`src/logic/chip_cfg.svh`:
```
//////////////////////////////
// pad counts and pad indices
// register offsets, power timing
//////////////////////////////

`ifndef CHIP_CFG_SVH
`define CHIP_CFG_SVH

// pad ring size
`define CHIP_MIO_PADS 40
`define CHIP_DIO_PADS 8

// dedicated pad positions
`define CHIP_DIO_SPI_SCK 0
`define CHIP_DIO_SPI_CSB 1
`define CHIP_DIO_SPI_SD0 2
`define CHIP_DIO_SPI_SD1 3
`define CHIP_DIO_USB_DP  4
`define CHIP_DIO_USB_DN  5

// multiplexed pad positions
`define CHIP_MIO_UART_RX    25
`define CHIP_MIO_UART_TX    26
`define CHIP_MIO_USB_SENSE0 35
`define CHIP_MIO_USB_SENSE1 36

// supply must stay high this many cycles before power-ok
`define CHIP_POK_FILTER 2

// pad control register map, byte offsets
`define CHIP_REG_MIO_OUT_LO 8'h00
`define CHIP_REG_MIO_OUT_HI 8'h04
`define CHIP_REG_MIO_OE_LO  8'h08
`define CHIP_REG_MIO_OE_HI  8'h0C
`define CHIP_REG_DIO_OUT    8'h10
`define CHIP_REG_DIO_OE     8'h14
`define CHIP_REG_MIO_IN_LO  8'h18
`define CHIP_REG_MIO_IN_HI  8'h1C
`define CHIP_REG_DIO_IN     8'h20
`define CHIP_REG_STATUS     8'h24

`endif

```
`src/logic/chip_pkg.sv`:
```
//////////////////////////////
// pad vector types
// AXI4-Lite channel structs
//////////////////////////////

`default_nettype none

`include "chip_cfg.svh"

package chip_pkg;

  // pad and pin vectors
  typedef logic [`CHIP_MIO_PADS-1:0] mio_vec_t;
  typedef logic [`CHIP_DIO_PADS-1:0] dio_vec_t;
  typedef logic [31:0]               gpio_vec_t;

  //////////////////////////////
  // AXI4-Lite
  //////////////////////////////

  typedef logic [7:0]  axil_addr_t;
  typedef logic [31:0] axil_data_t;
  typedef logic [3:0]  axil_strb_t;
  typedef logic [1:0]  axil_resp_t;

  localparam axil_resp_t AXIL_OKAY   = 2'b00;
  localparam axil_resp_t AXIL_SLVERR = 2'b10;

  // manager to subordinate
  typedef struct packed {
    logic       awvalid;
    axil_addr_t awaddr;
    logic       wvalid;
    axil_data_t wdata;
    axil_strb_t wstrb;
    logic       bready;
    logic       arvalid;
    axil_addr_t araddr;
    logic       rready;
  } axil_req_t;

  // subordinate to manager
  typedef struct packed {
    logic       awready;
    logic       wready;
    logic       bvalid;
    axil_resp_t bresp;
    logic       arready;
    logic       rvalid;
    axil_data_t rdata;
    axil_resp_t rresp;
  } axil_rsp_t;

endpackage

`default_nettype wire

```
`src/logic/chip_sim_top.sv`:
```
//////////////////////////////
// chip wrapper, aon domain
//////////////////////////////

`timescale 1ns/10ps
`default_nettype none

module chip_sim_top (
  input  wire                      clk_aon,
  input  wire                      arst_n_i,
  input  wire chip_pkg::axil_req_t axil_req_i,
  output chip_pkg::axil_rsp_t      axil_rsp_o,
  output logic                     init_done_o,
  input  wire chip_pkg::gpio_vec_t gpio_i,
  input  wire                      uart_rx_i,
  input  wire                      usb_sense_i,
  input  wire                      spi_sck_i,
  input  wire                      spi_csb_i,
  input  wire                      spi_sdi_i,
  input  wire                      usb_dp_i,
  input  wire                      usb_dn_i,
  output chip_pkg::gpio_vec_t      gpio_o,
  output chip_pkg::gpio_vec_t      gpio_en_o,
  output logic                     uart_tx_o,
  output logic                     uart_tx_en_o,
  output logic                     spi_sdo_o,
  output logic                     spi_sdo_en_o,
  output logic                     usb_dp_o,
  output logic                     usb_dp_en_o,
  output logic                     usb_dn_o,
  output logic                     usb_dn_en_o
);

  chip_pkg::mio_vec_t mio_in;
  chip_pkg::mio_vec_t mio_out;
  chip_pkg::mio_vec_t mio_oe;
  chip_pkg::dio_vec_t dio_in;
  chip_pkg::dio_vec_t dio_out;
  chip_pkg::dio_vec_t dio_oe;

  // power sequence
  por_sequencer u_por (
    .clk_aon     (clk_aon),
    .arst_n_i    (arst_n_i),
    .init_done_o (init_done_o)
  );

  // bus facing pad registers
  pad_ctrl_regs u_regs (
    .clk_aon     (clk_aon),
    .arst_n_i    (arst_n_i),
    .init_done_i (init_done_o),
    .axil_req_i  (axil_req_i),
    .axil_rsp_o  (axil_rsp_o),
    .mio_in_i    (mio_in),
    .dio_in_i    (dio_in),
    .mio_out_o   (mio_out),
    .mio_oe_o    (mio_oe),
    .dio_out_o   (dio_out),
    .dio_oe_o    (dio_oe)
  );

  pad_map u_pads (
    .gpio_i       (gpio_i),
    .uart_rx_i    (uart_rx_i),
    .usb_sense_i  (usb_sense_i),
    .spi_sck_i    (spi_sck_i),
    .spi_csb_i    (spi_csb_i),
    .spi_sdi_i    (spi_sdi_i),
    .usb_dp_i     (usb_dp_i),
    .usb_dn_i     (usb_dn_i),
    .gpio_o       (gpio_o),
    .gpio_en_o    (gpio_en_o),
    .uart_tx_o    (uart_tx_o),
    .uart_tx_en_o (uart_tx_en_o),
    .spi_sdo_o    (spi_sdo_o),
    .spi_sdo_en_o (spi_sdo_en_o),
    .usb_dp_o     (usb_dp_o),
    .usb_dp_en_o  (usb_dp_en_o),
    .usb_dn_o     (usb_dn_o),
    .usb_dn_en_o  (usb_dn_en_o),
    .mio_out_i    (mio_out),
    .mio_oe_i     (mio_oe),
    .dio_out_i    (dio_out),
    .dio_oe_i     (dio_oe),
    .mio_in_o     (mio_in),
    .dio_in_o     (dio_in)
  );

endmodule

`default_nettype wire

```
`src/logic/pad_ctrl_regs.sv`:
```
//////////////////////////////
// AXI4-Lite pad control regs
//////////////////////////////

`timescale 1ns/10ps
`default_nettype none

`include "chip_cfg.svh"

module pad_ctrl_regs (
  input  wire                     clk_aon,
  input  wire                     arst_n_i,
  input  wire                     init_done_i,
  input  wire chip_pkg::axil_req_t axil_req_i,
  output chip_pkg::axil_rsp_t     axil_rsp_o,
  input  wire chip_pkg::mio_vec_t mio_in_i,
  input  wire chip_pkg::dio_vec_t dio_in_i,
  output chip_pkg::mio_vec_t      mio_out_o,
  output chip_pkg::mio_vec_t      mio_oe_o,
  output chip_pkg::dio_vec_t      dio_out_o,
  output chip_pkg::dio_vec_t      dio_oe_o
);

  typedef enum logic {WR_IDLE, WR_RESP} wr_state_e;
  typedef enum logic {RD_IDLE, RD_RESP} rd_state_e;

  wr_state_e            wr_state_q;
  rd_state_e            rd_state_q;
  logic                 aw_fire;
  logic                 ar_fire;
  logic                 wr_ok;
  logic                 rd_ok;
  chip_pkg::axil_data_t rd_data;
  chip_pkg::axil_resp_t bresp_q;
  chip_pkg::axil_data_t rdata_q;
  chip_pkg::axil_resp_t rresp_q;
  chip_pkg::mio_vec_t   mio_out_q;
  chip_pkg::mio_vec_t   mio_oe_q;
  chip_pkg::dio_vec_t   dio_out_q;
  chip_pkg::dio_vec_t   dio_oe_q;

  // address and data taken together, one at a time
  assign aw_fire = (wr_state_q == WR_IDLE) && axil_req_i.awvalid && axil_req_i.wvalid;
  assign ar_fire = (rd_state_q == RD_IDLE) && axil_req_i.arvalid;

  //////////////////////////////
  // address decode
  //////////////////////////////

  // only the out/oe registers take writes, and only after init
  always_comb begin
    case (axil_req_i.awaddr)
      `CHIP_REG_MIO_OUT_LO, `CHIP_REG_MIO_OUT_HI,
      `CHIP_REG_MIO_OE_LO,  `CHIP_REG_MIO_OE_HI,
      `CHIP_REG_DIO_OUT,    `CHIP_REG_DIO_OE: wr_ok = init_done_i;
      default:                                wr_ok = 1'b0;
    endcase
  end

  always_comb begin
    rd_ok   = 1'b1;
    rd_data = '0;
    case (axil_req_i.araddr)
      `CHIP_REG_MIO_OUT_LO: rd_data = mio_out_q[31:0];
      `CHIP_REG_MIO_OUT_HI: rd_data = chip_pkg::axil_data_t'(mio_out_q[`CHIP_MIO_PADS-1:32]);
      `CHIP_REG_MIO_OE_LO:  rd_data = mio_oe_q[31:0];
      `CHIP_REG_MIO_OE_HI:  rd_data = chip_pkg::axil_data_t'(mio_oe_q[`CHIP_MIO_PADS-1:32]);
      `CHIP_REG_DIO_OUT:    rd_data = chip_pkg::axil_data_t'(dio_out_q);
      `CHIP_REG_DIO_OE:     rd_data = chip_pkg::axil_data_t'(dio_oe_q);
      `CHIP_REG_MIO_IN_LO:  rd_data = mio_in_i[31:0];
      `CHIP_REG_MIO_IN_HI:  rd_data = chip_pkg::axil_data_t'(mio_in_i[`CHIP_MIO_PADS-1:32]);
      `CHIP_REG_DIO_IN:     rd_data = chip_pkg::axil_data_t'(dio_in_i);
      `CHIP_REG_STATUS:     rd_data = chip_pkg::axil_data_t'(init_done_i);
      default:              rd_ok   = 1'b0;
    endcase
  end

  //////////////////////////////
  // pad registers
  //////////////////////////////

  // held at zero until the power sequence is done
  always_ff @(posedge clk_aon or negedge arst_n_i) begin
    if (!arst_n_i) begin
      mio_out_q <= '0;
      mio_oe_q  <= '0;
      dio_out_q <= '0;
      dio_oe_q  <= '0;
    end else if (!init_done_i) begin
      mio_out_q <= '0;
      mio_oe_q  <= '0;
      dio_out_q <= '0;
      dio_oe_q  <= '0;
    end else if (aw_fire && wr_ok) begin
      case (axil_req_i.awaddr)
        `CHIP_REG_MIO_OUT_LO: mio_out_q[31:0] <= axil_req_i.wdata;
        `CHIP_REG_MIO_OUT_HI: mio_out_q[`CHIP_MIO_PADS-1:32] <= axil_req_i.wdata[7:0];
        `CHIP_REG_MIO_OE_LO:  mio_oe_q[31:0] <= axil_req_i.wdata;
        `CHIP_REG_MIO_OE_HI:  mio_oe_q[`CHIP_MIO_PADS-1:32] <= axil_req_i.wdata[7:0];
        `CHIP_REG_DIO_OUT:    dio_out_q <= axil_req_i.wdata[`CHIP_DIO_PADS-1:0];
        `CHIP_REG_DIO_OE:     dio_oe_q <= axil_req_i.wdata[`CHIP_DIO_PADS-1:0];
        default: ;
      endcase
    end
  end

  //////////////////////////////
  // response channels
  //////////////////////////////

  always_ff @(posedge clk_aon or negedge arst_n_i) begin
    if (!arst_n_i) begin
      wr_state_q <= WR_IDLE;
    end else if (aw_fire) begin
      wr_state_q <= WR_RESP;
    end else if ((wr_state_q == WR_RESP) && axil_req_i.bready) begin
      wr_state_q <= WR_IDLE;
    end
  end

  always_ff @(posedge clk_aon or negedge arst_n_i) begin
    if (!arst_n_i) begin
      rd_state_q <= RD_IDLE;
    end else if (ar_fire) begin
      rd_state_q <= RD_RESP;
    end else if ((rd_state_q == RD_RESP) && axil_req_i.rready) begin
      rd_state_q <= RD_IDLE;
    end
  end

  // payload captured at acceptance
  always_ff @(posedge clk_aon) begin
    if (aw_fire) begin
      bresp_q <= wr_ok ? chip_pkg::AXIL_OKAY : chip_pkg::AXIL_SLVERR;
    end
    if (ar_fire) begin
      rdata_q <= rd_data;
      rresp_q <= rd_ok ? chip_pkg::AXIL_OKAY : chip_pkg::AXIL_SLVERR;
    end
  end

  always_comb begin
    axil_rsp_o.awready = aw_fire;
    axil_rsp_o.wready  = aw_fire;
    axil_rsp_o.bvalid  = (wr_state_q == WR_RESP);
    axil_rsp_o.bresp   = bresp_q;
    axil_rsp_o.arready = ar_fire;
    axil_rsp_o.rvalid  = (rd_state_q == RD_RESP);
    axil_rsp_o.rdata   = rdata_q;
    axil_rsp_o.rresp   = rresp_q;
  end

  assign mio_out_o = mio_out_q;
  assign mio_oe_o  = mio_oe_q;
  assign dio_out_o = dio_out_q;
  assign dio_oe_o  = dio_oe_q;

  b_stable_a: assert property (@(posedge clk_aon) disable iff (!arst_n_i)
    axil_rsp_o.bvalid && !axil_req_i.bready
    |=> axil_rsp_o.bvalid && $stable(axil_rsp_o.bresp));

  r_stable_a: assert property (@(posedge clk_aon) disable iff (!arst_n_i)
    axil_rsp_o.rvalid && !axil_req_i.rready
    |=> axil_rsp_o.rvalid && $stable(axil_rsp_o.rdata) && $stable(axil_rsp_o.rresp));

endmodule

`default_nettype wire

```
`src/logic/pad_map.sv`:
```
//////////////////////////////
// chip pins to MIO/DIO pads
//////////////////////////////

`timescale 1ns/10ps
`default_nettype none

`include "chip_cfg.svh"

module pad_map (
  input  wire chip_pkg::gpio_vec_t gpio_i,
  input  wire                      uart_rx_i,
  input  wire                      usb_sense_i,
  input  wire                      spi_sck_i,
  input  wire                      spi_csb_i,
  input  wire                      spi_sdi_i,
  input  wire                      usb_dp_i,
  input  wire                      usb_dn_i,
  output chip_pkg::gpio_vec_t      gpio_o,
  output chip_pkg::gpio_vec_t      gpio_en_o,
  output logic                     uart_tx_o,
  output logic                     uart_tx_en_o,
  output logic                     spi_sdo_o,
  output logic                     spi_sdo_en_o,
  output logic                     usb_dp_o,
  output logic                     usb_dp_en_o,
  output logic                     usb_dn_o,
  output logic                     usb_dn_en_o,
  input  wire chip_pkg::mio_vec_t  mio_out_i,
  input  wire chip_pkg::mio_vec_t  mio_oe_i,
  input  wire chip_pkg::dio_vec_t  dio_out_i,
  input  wire chip_pkg::dio_vec_t  dio_oe_i,
  output chip_pkg::mio_vec_t       mio_in_o,
  output chip_pkg::dio_vec_t       dio_in_o
);

  localparam int unsigned GpioW = $bits(chip_pkg::gpio_vec_t);

  // pins into the pad vectors
  always_comb begin
    mio_in_o                       = '0;
    mio_in_o[GpioW-1:0]            = gpio_i;
    mio_in_o[`CHIP_MIO_UART_RX]    = uart_rx_i;
    mio_in_o[`CHIP_MIO_USB_SENSE0] = usb_sense_i;
    mio_in_o[`CHIP_MIO_USB_SENSE1] = usb_sense_i;
  end

  always_comb begin
    dio_in_o                    = '0;
    dio_in_o[`CHIP_DIO_SPI_SCK] = spi_sck_i;
    dio_in_o[`CHIP_DIO_SPI_CSB] = spi_csb_i;
    dio_in_o[`CHIP_DIO_SPI_SD0] = spi_sdi_i;
    dio_in_o[`CHIP_DIO_USB_DP]  = usb_dp_i;
    dio_in_o[`CHIP_DIO_USB_DN]  = usb_dn_i;
  end

  // gpio pin 26 belongs to the uart tx
  always_comb begin
    gpio_o                       = mio_out_i[GpioW-1:0];
    gpio_en_o                    = mio_oe_i[GpioW-1:0];
    gpio_o[`CHIP_MIO_UART_TX]    = 1'b0;
    gpio_en_o[`CHIP_MIO_UART_TX] = 1'b0;
  end

  assign uart_tx_o    = mio_out_i[`CHIP_MIO_UART_TX];
  assign uart_tx_en_o = mio_oe_i[`CHIP_MIO_UART_TX];

  // dedicated outputs
  assign spi_sdo_o    = dio_out_i[`CHIP_DIO_SPI_SD1];
  assign spi_sdo_en_o = dio_oe_i[`CHIP_DIO_SPI_SD1];
  assign usb_dp_o     = dio_out_i[`CHIP_DIO_USB_DP];
  assign usb_dp_en_o  = dio_oe_i[`CHIP_DIO_USB_DP];
  assign usb_dn_o     = dio_out_i[`CHIP_DIO_USB_DN];
  assign usb_dn_en_o  = dio_oe_i[`CHIP_DIO_USB_DN];

endmodule

`default_nettype wire

```
`src/logic/por_sequencer.sv`:
```
//////////////////////////////
// fake supply sequence
// power-ok filter, init-done
//////////////////////////////

`timescale 1ns/10ps
`default_nettype none

`include "chip_cfg.svh"

module por_sequencer (
  input  wire  clk_aon,
  input  wire  arst_n_i,
  output logic init_done_o
);

  localparam int unsigned PokFilter = `CHIP_POK_FILTER;
  localparam int unsigned FiltW     = $clog2(PokFilter + 1);
  localparam logic [3:0]  CntSat    = 4'hf;

  logic [3:0]       cnt_q;
  logic [FiltW-1:0] hi_cnt_q;
  logic             supply;
  logic             pok;

  // walk the sequence once, then park
  always_ff @(posedge clk_aon or negedge arst_n_i) begin
    if (!arst_n_i) begin
      cnt_q <= '0;
    end else if (cnt_q != CntSat) begin
      cnt_q <= cnt_q + 4'd1;
    end
  end

  // low, high, low, then high for good
  assign supply = (cnt_q < 4'd4)  ? 1'b0 :
                  (cnt_q < 4'd8)  ? 1'b1 :
                  (cnt_q < 4'd12) ? 1'b0 : 1'b1;

  // count consecutive high cycles
  always_ff @(posedge clk_aon or negedge arst_n_i) begin
    if (!arst_n_i) begin
      hi_cnt_q <= '0;
    end else if (!supply) begin
      hi_cnt_q <= '0;
    end else if (hi_cnt_q < FiltW'(PokFilter)) begin
      hi_cnt_q <= hi_cnt_q + 1'b1;
    end
  end

  // drops with the supply, no filter on the way down
  assign pok = supply && (hi_cnt_q == FiltW'(PokFilter));

  // sticky once the sequence has settled
  always_ff @(posedge clk_aon or negedge arst_n_i) begin
    if (!arst_n_i) begin
      init_done_o <= 1'b0;
    end else if ((cnt_q == CntSat) && pok) begin
      init_done_o <= 1'b1;
    end
  end

  init_done_sticky_a: assert property (@(posedge clk_aon) disable iff (!arst_n_i)
    init_done_o |=> init_done_o);

endmodule

`default_nettype wire

```
`config.mk`:
```
export PLATFORM = sky130hd
export DESIGN_NAME = chip_sim_top
export DESIGN_NICKNAME = d
export VERILOG_FILES = /design/src/logic/chip_pkg.sv /design/src/logic/chip_sim_top.sv /design/src/logic/pad_ctrl_regs.sv /design/src/logic/pad_map.sv /design/src/logic/por_sequencer.sv
export VERILOG_INCLUDE_DIRS = /design/src /design/src/logic
export SDC_FILE = /design/constraint.sdc
export NUM_CORES = 1
export LEC_CHECK = 0
export ABC_AREA = 1
export BUFFER_PORTS_ARGS = -buffer_cell sky130_fd_sc_hd__buf_2
export CORE_UTILIZATION = 57
export DETAILED_ROUTE_END_ITERATION = 10
export GPL_TIMING_DRIVEN = 0
export PLACE_DENSITY = 0.9
export SETUP_SLACK_MARGIN = 0.5
export SYNTH_ARGS = -nofsm -noshare
export SYNTH_HDL_FRONTEND = slang
export SYNTH_SLANG_ARGS = --single-unit
```
`constraint.sdc`:
```
create_clock -name clk_aon -period 5.04 [get_ports clk_aon]
set_input_delay 0.756 -clock clk_aon [delete_from_list [all_inputs] [get_ports clk_aon]]
set_output_delay 0.756 -clock clk_aon [all_outputs]
set_load 0.02 [all_outputs]
```
==> impl_metrics.tcl <==
set metrics [dict create \
    outcome "finished clean" \
    drive_gt1_frac 0.3009 \
    finClkSkew_ns 0.009098 \
    syn_inst 932 \
    critical_path.cell_chain "inv_1, nand2_1, inv_2, buf_4, buf_2" \
    crit_arrival_ns 1.91 \
    r2r-end "u_regs.mio_out_o[7]" \
    cp_slowest_cell "inv_2" \
    final_area_mm2 0.009230 \
    post_cts.repair.setup_buffers 0 \
    cts_max_level 4 \
    synth_most_common_cell "nand2_1" \
    r2r_cells 5 \
    start_util 0.5858 \
    synth_area_mm2 0.007392 \
    cp-start-kind "flip-flop" \
    grt_pass1_wl_um 34630 \
    synth_edf_count 34 \
    slowest_delay_ns 0.61 \
    cts_root_buf "clkbuf_16" \
    rsz0062_at_grt "no" \
    r2r_setup_slack_ns 3.22 \
    drtAntennaViolNets 0 \
    ys_async_sr_fraction 0.7554 \
    die_h_um 115.9 \
    firstDrtPassIters 6 \
    die_area_mm2 0.01343 \
    fillers 970 \
    hold_violations 0 \
    grt_start_max_net_pins 73 \
    io_pins 212 \
    instances_no_fill 1342 \
    max_freq_ghz 0.3753 \
    num_antenna_cells 0 \
    place_area_mm2 0.008660 \
    cts.repair.resized 0 \
    cts_tree "built" \
    dr.first_iter.drc_count 1021 \
    maxCapViolations 0 \
    io_buffers 202 \
    rows 41 \
    setup-violations-final 0 \
    fin_setup_tns_ns 0 \
    die_width_um 115.9 \
    crit_buf_inv 4 \
    grt_pass1_vias 6949 \
    period_minus_slack_ns 2.665 \
    routed_wl_um 22580 \
    path_depth 5 \
    fin_util 0.7314 \
    tightestPinTransition_ns 0.8385 \
    core-area_mm2 0.01262 \
    synthDominantCellAreaShare 0.3555 \
    dp.cells 1310 \
    netlist_top_cells_count "317 x nand2_1, 231 x nand3_1, 105 x dfrtp_1" \
    p_leak_nw 5.432 \
    clock_sinks 139 \
    power.density_mw_per_mm2 279.4 \
    multi_input_area_mm2 0.002748 \
    power.total_mw 2.579 \
    wl_per_cell_um 16.82 \
    hpwlAfterDp_um 15240 \
    grtUsageTotal 0.3455 \
    critical_path_class "reg -> out" \
    maxSlewHeadroom 0.4402 \
    end_kind "output port" \
    path_max_fanout 34 \
    vias 7504 \
    syn_avg_cell_area_um2 7.931 \
    place_congestion 0.9043 \
    path_clk_slew_ns 0.06 \
    cts_inserted_buffers 17 \
    synth_cell_type_count 28 \
    maxSlewViolCount 0 \
    crit_family "buffers and inverters" \
    ys_top_cells_by_area "dfrtp_1 36%, nand2_1 16%, nand3_1 16%, edfxtp_1 14%, buf_4 7.7%" \
    syn2layout_area_growth_pct 24.86 \
    fin_crit_sh 0.5287 \
    antenna_found_initial 0 \
    vias_per_cell 5.592 \
    irDropWorstVdd_mv 0.1848 \
    yosysSeqAreaShare 0.4936 \
    critPathRequiredTime_ns 4.28 \
    cts_buffer_depth 2 \
    worstReg2RegStart "u_por.init_done_o" \
    grt-ovfl-total 0 \
    final_nets 1257 \
    seqCellArea_mm2 0.003649 \
    yosys_warnings 0 \
    clk-insertion-delay-late_ns 0.43 \
    drc_errors 0 \
    hold_buffers 0 \
    synth_largest_area_cell "dfrtp_1" \
    synth_flop_cell "dfrtp_1" \
    min_path_type "in -> async" \
    ys_ff_latch 139 \
]
-- worst max-delay path by stage --
stage                           start             end  slack (ns)
CTS                 u_regs.rd_state_q  axil_rsp_o[35]        1.90
floorplan               axil_req_i[9]  axil_rsp_o[35]        2.53
finish              u_regs.rd_state_q  axil_rsp_o[35]        2.38
global route        u_regs.rd_state_q  axil_rsp_o[35]        2.25
detailed placement      axil_req_i[9]  axil_rsp_o[35]        1.94
global placement        axil_req_i[9]  axil_rsp_o[35]        1.98
-- cells by family (layout without fill, tap and decap cells) --
logic type                 after synthesis  in the layout  share of synthesized area
buffers and inverters                  180            415                     0.1363
xor gates and xnor gates                 1              1                   0.001185
AOI/OAI and AO/OA                        9              9                   0.006771
muxes                                    1              1                   0.001354
other                                    1              4                  0.0005073
DFF                                    139            139                     0.4936
adders and majority gates                2              2                   0.003385
and+or+nand+nor                        599            599                     0.3570
-- area by class of cell --
type | instances | area share
buffer | 117 | 0.08350
clock buffer | 26 | 0.05531
clock inverter | 6 | 0.006507
inverter | 63 | 0.02562
multi-input combinational | 616 | 0.2977
sequential | 139 | 0.3953
tap | 172 | 0.02332
timing repair buffer | 203 | 0.1128
-- power breakdown --
group / internal, mW / total [mW] / switching, mW
Combinational: 0.0607 / 0.184 / 0.123
Clock: 0.745 / 1.21 / 0.467
Sequential: 1.18 / 1.18 / 0.00612
Total: 1.98 / 2.58 / 0.596
-- state kept, by name, summed over array words and instances (netlist names) --
signal	cells
u_regs.mio_oe_o	40
u_regs.mio_out_o	40
u_regs.rdata_q	32
u_regs.dio_oe_o	8
u_regs.dio_out_o	8
u_por.cnt_q	4
u_por.hi_cnt_q	2
u_por.init_done_o	1
u_regs.bresp_q	1
u_regs.rd_state_q	1
u_regs.rresp_q	1
u_regs.wr_state_q	1
-- per-stage QoR --
step | setup slack, ns | hold slack, ns
global placement | 1.977 | 0.4538
detailed placement | 1.945 | 0.4678
finish | 2.375 | 0.2842
CTS | 1.904 | 0.2898
global route | 2.247 | 0.3167
floorplan | 2.533 | 0.4330
-- routing by layer --
metal,global-route usage,vias to the layer above,routed length [um]
met5,0,-,0
met4,0.1991,0,1014
met3,0.07113,104,2510
met2,0.5599,586,10800
met1,0.4313,3431,8251
li1,-,3383,-
-- cells in the final DEF (no fill, tap or decap) --
| cell | netlist | layout |
|---|---|---|
| nand4_1 | 1 | 1 |
| buf_6 | 3 | 3 |
| o21ai_0 | 4 | 4 |
| nor2_4 | 2 | 2 |
| conb_1 | 1 | 4 |
| buf_2 | 19 | 220 |
| and3_1 | 1 | 1 |
| bufinv_16 | 0 | 1 |
| clkbuf_16 | 0 | 18 |
| a21boi_0 | 1 | 1 |
| nand3_4 | 1 | 1 |
| dfrtp_1 | 105 | 105 |
| nand3_1 | 231 | 231 |
| inv_2 | 8 | 9 |
| mux2i_1 | 1 | 1 |
| nor3_1 | 1 | 1 |
| buf_1 | 9 | 9 |
| inv_1 | 55 | 54 |
| a21oi_1 | 3 | 3 |
| clkinv_2 | 0 | 3 |
| ha_1 | 2 | 2 |
| clkbuf_8 | 0 | 3 |
| nor2_8 | 1 | 1 |
| a21o_1 | 1 | 1 |
| clkinvlp_4 | 0 | 2 |
| nand3_2 | 6 | 6 |
| clkbuf_1 | 10 | 15 |
| nor2_1 | 33 | 33 |
| xnor2_1 | 1 | 1 |
| edfxtp_1 | 34 | 34 |
| nor2_2 | 5 | 5 |
| nand2_1 | 317 | 317 |
| buf_16 | 0 | 1 |
| buf_4 | 76 | 77 |
No activity file was read; power rests on OpenSTA's default activity.
